### src/source/silver_pkg.sv
package silver_pkg;

   localparam int WORD_W     = 32;
   localparam int REG_ADDR_W = 6;
   localparam int NUM_REGS   = 64;
   localparam int OUT_W      = 10;   // output port
   localparam int IN_W       = 2;    // input port

   typedef logic [WORD_W-1:0]     word_t;
   typedef logic [REG_ADDR_W-1:0] reg_addr_t;
   typedef logic [OUT_W-1:0]      out_data_t;
   typedef logic [IN_W-1:0]       in_data_t;

   // values follow the low six instruction bits where they exist
   typedef enum logic [3:0] {
      OPC_NORMAL     = 4'd0,
      OPC_SHIFT      = 4'd1,
      OPC_OUT        = 4'd6,
      OPC_IN         = 4'd7,
      OPC_JUMP       = 4'd9,
      OPC_JUMP_Z     = 4'd10,
      OPC_JUMP_NZ    = 4'd11,
      OPC_LOAD_CONST = 4'd13,
      OPC_LOAD_UPPER = 4'd14,
      OPC_BUBBLE     = 4'd15
   } opcode_e;

   typedef enum logic [3:0] {
      fAdd,
      fAddWithCarry,
      fSub,
      fCarry,
      fOverflow,
      fInc,
      fDec,
      fMul,
      fMulHU,
      fAnd,
      fOr,
      fXor,
      fEqual,
      fLess,
      fLower,
      fSnd
   } alu_func_e;

   localparam alu_func_e DEFAULT_FUNC = fAnd;

   localparam word_t PC_STEP  = 32'd4;
   localparam word_t RESET_PC = 32'd0;

   // low six bits 63 never decode to a kept opcode
   localparam word_t NOP_INSTR = 32'h0000_003f;

endpackage

### src/source/silver_decode.sv
module silver_decode import silver_pkg::*; (
   input  word_t      instr,
   input  word_t      reg_a,
   input  word_t      reg_b,
   input  word_t      reg_w,
   output opcode_e    opc,
   output alu_func_e  func,
   output reg_addr_t  addr_a,
   output reg_addr_t  addr_b,
   output reg_addr_t  addr_w,
   output word_t      opnd_a,
   output word_t      opnd_b,
   output word_t      opnd_w,
   output word_t      imm,
   output logic       reads_a,
   output logic       reads_b,
   output logic       reads_w,
   output logic       writes_reg
);

   logic imm_a, imm_b, imm_w;   // operand immediate flags

   assign imm_a = instr[23];
   assign imm_b = instr[16];
   assign imm_w = instr[31];

   assign addr_a = instr[22:17];
   assign addr_b = instr[15:10];
   assign addr_w = instr[30:25];

   // classify by bit 24, bit 31 and the low six bits
   always_comb begin
      opc = OPC_BUBBLE;
      if (instr[24]) begin
         if (instr[31])
            opc = OPC_LOAD_CONST;
         else if (instr[23:9] == '0)
            opc = OPC_LOAD_UPPER;
      end else begin
         case (instr[5:0])
            6'd0:  opc = imm_w ? OPC_BUBBLE : OPC_NORMAL;
            6'd1:  opc = imm_w ? OPC_BUBBLE : OPC_SHIFT;
            6'd6:  opc = imm_w ? OPC_BUBBLE : OPC_OUT;
            6'd7:  opc = imm_w ? OPC_BUBBLE : OPC_IN;
            6'd9:  opc = imm_w ? OPC_BUBBLE : OPC_JUMP;
            6'd10: opc = OPC_JUMP_Z;    // W may be immediate here
            6'd11: opc = OPC_JUMP_NZ;
            default: opc = OPC_BUBBLE;  // memory, accelerator, interrupt
         endcase
      end
   end

   always_comb begin
      case (opc)
         OPC_NORMAL, OPC_SHIFT, OPC_OUT, OPC_JUMP, OPC_JUMP_Z, OPC_JUMP_NZ:
            func = alu_func_e'(instr[9:6]);
         default:
            func = DEFAULT_FUNC;
      endcase
   end

   assign opnd_a = imm_a ? word_t'($signed(instr[22:17])) : reg_a;
   assign opnd_b = imm_b ? word_t'($signed(instr[15:10])) : reg_b;
   assign opnd_w = imm_w ? word_t'($signed(instr[30:25])) : reg_w;

   always_comb begin
      imm = '0;
      if (opc == OPC_LOAD_CONST)
         imm = instr[23] ? word_t'(0) - word_t'(instr[22:0]) : word_t'(instr[22:0]);
      else if (opc == OPC_LOAD_UPPER)
         imm = word_t'(instr[8:0]);    // placed above the low 23 bits in execute
   end

   // only real register reads get forwarded
   assign reads_a = !imm_a && (opc inside {OPC_NORMAL, OPC_SHIFT, OPC_OUT, OPC_JUMP,
                                           OPC_JUMP_Z, OPC_JUMP_NZ});
   assign reads_b = !imm_b && (opc inside {OPC_NORMAL, OPC_SHIFT, OPC_OUT,
                                           OPC_JUMP_Z, OPC_JUMP_NZ});
   assign reads_w = !imm_w && (opc inside {OPC_JUMP_Z, OPC_JUMP_NZ, OPC_LOAD_UPPER});

   assign writes_reg = opc inside {OPC_NORMAL, OPC_SHIFT, OPC_OUT, OPC_IN, OPC_JUMP,
                                   OPC_LOAD_CONST, OPC_LOAD_UPPER};

endmodule

### config.mk
export PLATFORM = sky130hd
export DESIGN_NAME = silver_decode
export DESIGN_NICKNAME = d
export VERILOG_FILES = /design/src/source/silver_pkg.sv /design/src/source/silver_decode.sv
export SDC_FILE = /design/constraint.sdc
export NUM_CORES = 1
export LEC_CHECK = 0
export BUFFER_PORTS_ARGS = -buffer_cell sky130_fd_sc_hd__clkbuf_2
export CORE_AREA = 2 2 109 111
export DETAILED_ROUTE_END_ITERATION = 8
export DIE_AREA = 0 0 111 113
export SYNTH_ARGS = -nofsm -noshare
export SYNTH_HDL_FRONTEND = slang
export SYNTH_SLANG_ARGS = --single-unit
### constraint.sdc
create_clock -name vclk -period 2.1
set_input_delay 0.105 -clock vclk [all_inputs]
set_output_delay 0.105 -clock vclk [all_outputs]
set_load 0.01 [all_outputs]
==> metrics.txt <==
# TYPE chip_impl_metric gauge
chip_impl_metric{name="netlist_area",unit="mm2"} 0.002176
chip_impl_metric{name="tightestPinTransition",unit="ns"} 0.6399
chip_impl_metric{name="detail_route.vias_per_cell",unit=""} 4.325
chip_impl_metric{name="largest_net_degree_at_the_start_of_global_routing",unit=""} 62
chip_impl_metric{name="placeableCoreArea",unit="mm2"} 0.01127
chip_impl_metric{name="drc_errors",unit=""} 0
chip_impl_metric{name="grt_pass1_wl",unit="um"} 14800
chip_impl_metric{name="upper_clock_frequency_limit",unit="MHz"} 488.0
chip_impl_metric{name="nClkBuffers",unit=""} 0
chip_impl_info{name="rsz0062_at_grt",value="yes"} 1
chip_impl_metric{name="num_vias",unit=""} 3365
chip_impl_metric{name="grt.overflow.total",unit=""} 0
chip_impl_metric{name="finalSetupViolations",unit=""} 0
chip_impl_metric{name="synth_nets",unit=""} 514
chip_impl_metric{name="instance_count_of_the_mapped_netlist",unit=""} 382
chip_impl_metric{name="cpPeakStageDelay",unit="ns"} 0.56
chip_impl_metric{name="post-route-cell-area",unit="mm2"} 0.003749
chip_impl_metric{name="grt_util_all_layers",unit="%"} 14.00
chip_impl_info{name="status",value="complete, no violations"} 1
chip_impl_info{name="synth.top_cells.by_area",value="o21ai_0, inv_1, buf_4, mux2_2, xor2_1"} 1
chip_impl_metric{name="nNetsFinal",unit=""} 769
chip_impl_info{name="critical_path.endpoint",value="writes_reg"} 1
chip_impl_metric{name="io_buffer_count",unit=""} 286
chip_impl_metric{name="die_height",unit="um"} 113
chip_impl_metric{name="place_area",unit="mm2"} 0.003626
chip_impl_metric{name="wl_per_cell",unit="um"} 12.71
chip_impl_metric{name="first_global_vias",unit=""} 2878
chip_impl_metric{name="timing.final.max_slew_violations",unit=""} 0
chip_impl_metric{name="num_io_pins",unit=""} 286
chip_impl_info{name="crit_path_cell_trace",value="buf_6, or2_4, o32a_1, or4b_1, and2_4, o211ai_2, clkbuf_2"} 1
chip_impl_metric{name="antenna_viol_nets_final",unit=""} 0
chip_impl_info{name="startpoint_type",value="input pin"} 1
chip_impl_metric{name="post_layout_nonfiller_instances",unit=""} 778
chip_impl_metric{name="antenna_violations_before_repair",unit=""} 0
chip_impl_info{name="critical_path_class",value="input pin to output port"} 1
chip_impl_metric{name="post_cts_hold_buffer_count",unit=""} 0
chip_impl_info{name="hold_path.startpoint",value="instr[27]"} 1
chip_impl_metric{name="fin_util",unit="%"} 33.26
chip_impl_metric{name="drv_cap",unit=""} 0
chip_impl_metric{name="insertedDiodeCount",unit=""} 0
chip_impl_metric{name="dp.cells",unit=""} 776
chip_impl_metric{name="worst_ep_required_time",unit="ns"} 2.00
chip_impl_metric{name="gp_congestion",unit=""} 0.8091
chip_impl_info{name="cpMaxStageDelayCell",value="or4b_1"} 1
chip_impl_metric{name="floorplan.initialDensity",unit="%"} 19.30
chip_impl_metric{name="number_of_library_cell_types_mapped_by_synthesis",unit=""} 47
chip_impl_metric{name="finalCriticalPeriod",unit="ns"} 2.049
chip_impl_metric{name="worst_supply_voltage_drop_on_vdd",unit="V"} 0.0001025
chip_impl_metric{name="post-layout-total-power",unit="mW"} 0.7703
chip_impl_metric{name="synth.avg_cell_area",unit="um2"} 5.696
chip_impl_info{name="netlist.top_cell.by_area",value="o21ai_0"} 1
chip_impl_metric{name="drt_iter0_markers",unit=""} 132
chip_impl_info{name="critical_path.endpoint_type",value="output port"} 1
chip_impl_metric{name="dp_hpwl",unit="um"} 8354
chip_impl_metric{name="cellPowerDensity",unit="mW/mm2"} 205.5
chip_impl_metric{name="slew_headroom",unit="%"} 57.23
chip_impl_metric{name="die-area",unit="mm2"} 0.01254
chip_impl_metric{name="drt-total-wl",unit="um"} 9888
chip_impl_info{name="layout_common_cells",value="clkbuf_2, o21ai_0, inv_1"} 1
chip_impl_metric{name="core.rowCount",unit=""} 39
chip_impl_metric{name="critPathMaxFanout",unit=""} 6
chip_impl_metric{name="dieWidth",unit="um"} 111
chip_impl_info{name="layout.cells.most_common",value="clkbuf_2"} 1
chip_impl_metric{name="layout_worst_path_cycle_share",unit="%"} 97.59
chip_impl_metric{name="critical_path_arrival",unit="ns"} 1.94
chip_impl_metric{name="sequential_cell_count",unit=""} 0
chip_impl_metric{name="setup-tns-final",unit="ns"} 0
chip_impl_metric{name="drtPass1Iterations",unit=""} 4
chip_impl_metric{name="synthToLayoutAreaGrowth",unit="%"} 72.28
chip_impl_metric{name="drive_above_1_share",unit="%"} 54.49
chip_impl_metric{name="timing.final.hold_violations",unit=""} 0
chip_impl_metric{name="sequential_cell_area",unit="um2"} 0
chip_impl_metric{name="post-synth-top-area-fraction",unit="%"} 21.85
chip_impl_info{name="hold_class",value="input pin to output port"} 1
chip_impl_metric{name="synth_warnings",unit=""} 0
chip_impl_info{name="setup.worst_path.start",value="instr[4]"} 1
chip_impl_metric{name="yosysSeqAreaShare",unit="%"} 0
chip_impl_metric{name="power.static_leakage",unit="nW"} 2.275
[critical path: cells and delay by family]
family | cells | cell delay [ns]
buffers and inverters | 2 | 0.27
and+or+nand+nor | 3 | 1.03
AOI/OAI and AO/OA | 2 | 0.54
[timing repair]
| item | 4_1_cts | 5_1_grt |
|---|---|---|
| resized for setup | 2 | 31 |
| pin swaps | 2 | 7 |
| buffers inserted | 0 | 2 |
| setup endpoints to repair | 5 | 12 |
[report_power, final]
group,total (mW),internal [mW],switching (mW)
Combinational,0.770,0.345,0.425
Clock,0,0,0
Sequential,0,0,0
[per-layer routing]
layer / GRT usage, % / vias to the layer above / wire length (um)
met3: 1.125 / 8 / 592
met5: 0 / - / 0
li1: - / 1744 / -
met2: 24.21 / 160 / 4626
met4: 2.417 / 0 / 189
met1: 19.35 / 1453 / 4480
[how the worst min path moves through the flow]
stage,end,slack (ns),cells past startpoint
floorplan,func[1],0.29,2
global placement,addr_w[2],0.41,2
detailed placement,addr_w[2],0.41,2
CTS,addr_w[2],0.41,2
global route,addr_w[2],0.43,2
finish,addr_w[2],0.41,2
[through the flow]
stage	setup slack, ns	hold WS, ns
final	0.05065	0.4103
after global routing	-0.006990	0.4302
after CTS	0.005306	0.4118
after detailed placement	-0.01213	0.4118
after global placement	-0.001123	0.4100
after floorplan	0.2757	0.2938
[cell usage after synthesis (2+ instances only)]
library cell	n
a21oi_1	11
a31o_1	2
a31oi_1	5
buf_2	3
buf_4	27
clkbuf_1	22
ha_1	4
inv_1	89
mux2_2	15
nand2_1	11
nand3_1	5
nand4_1	3
nor2_1	22
nor2b_1	3
nor3_1	6
nor3_2	3
o211ai_2	2
o21ai_0	95
o31ai_1	10
o41ai_1	3
or3_1	2
xor2_1	14
[layout make-up]
type	count	area, um2
multi-input combinational	239	1610
timing repair buffer	307	1623
inverter	89	336.6
fill	1264	7523
tap	143	178.9
[cells by family after synthesis]
logic type      synth area share [%]
simple gates                   17.31
compound gates                 36.00
xor+xnor                       5.636
buf+inv                        29.84
mux                            8.913
fa+ha+maj                      2.300
(Power assumes the default switching activity.)
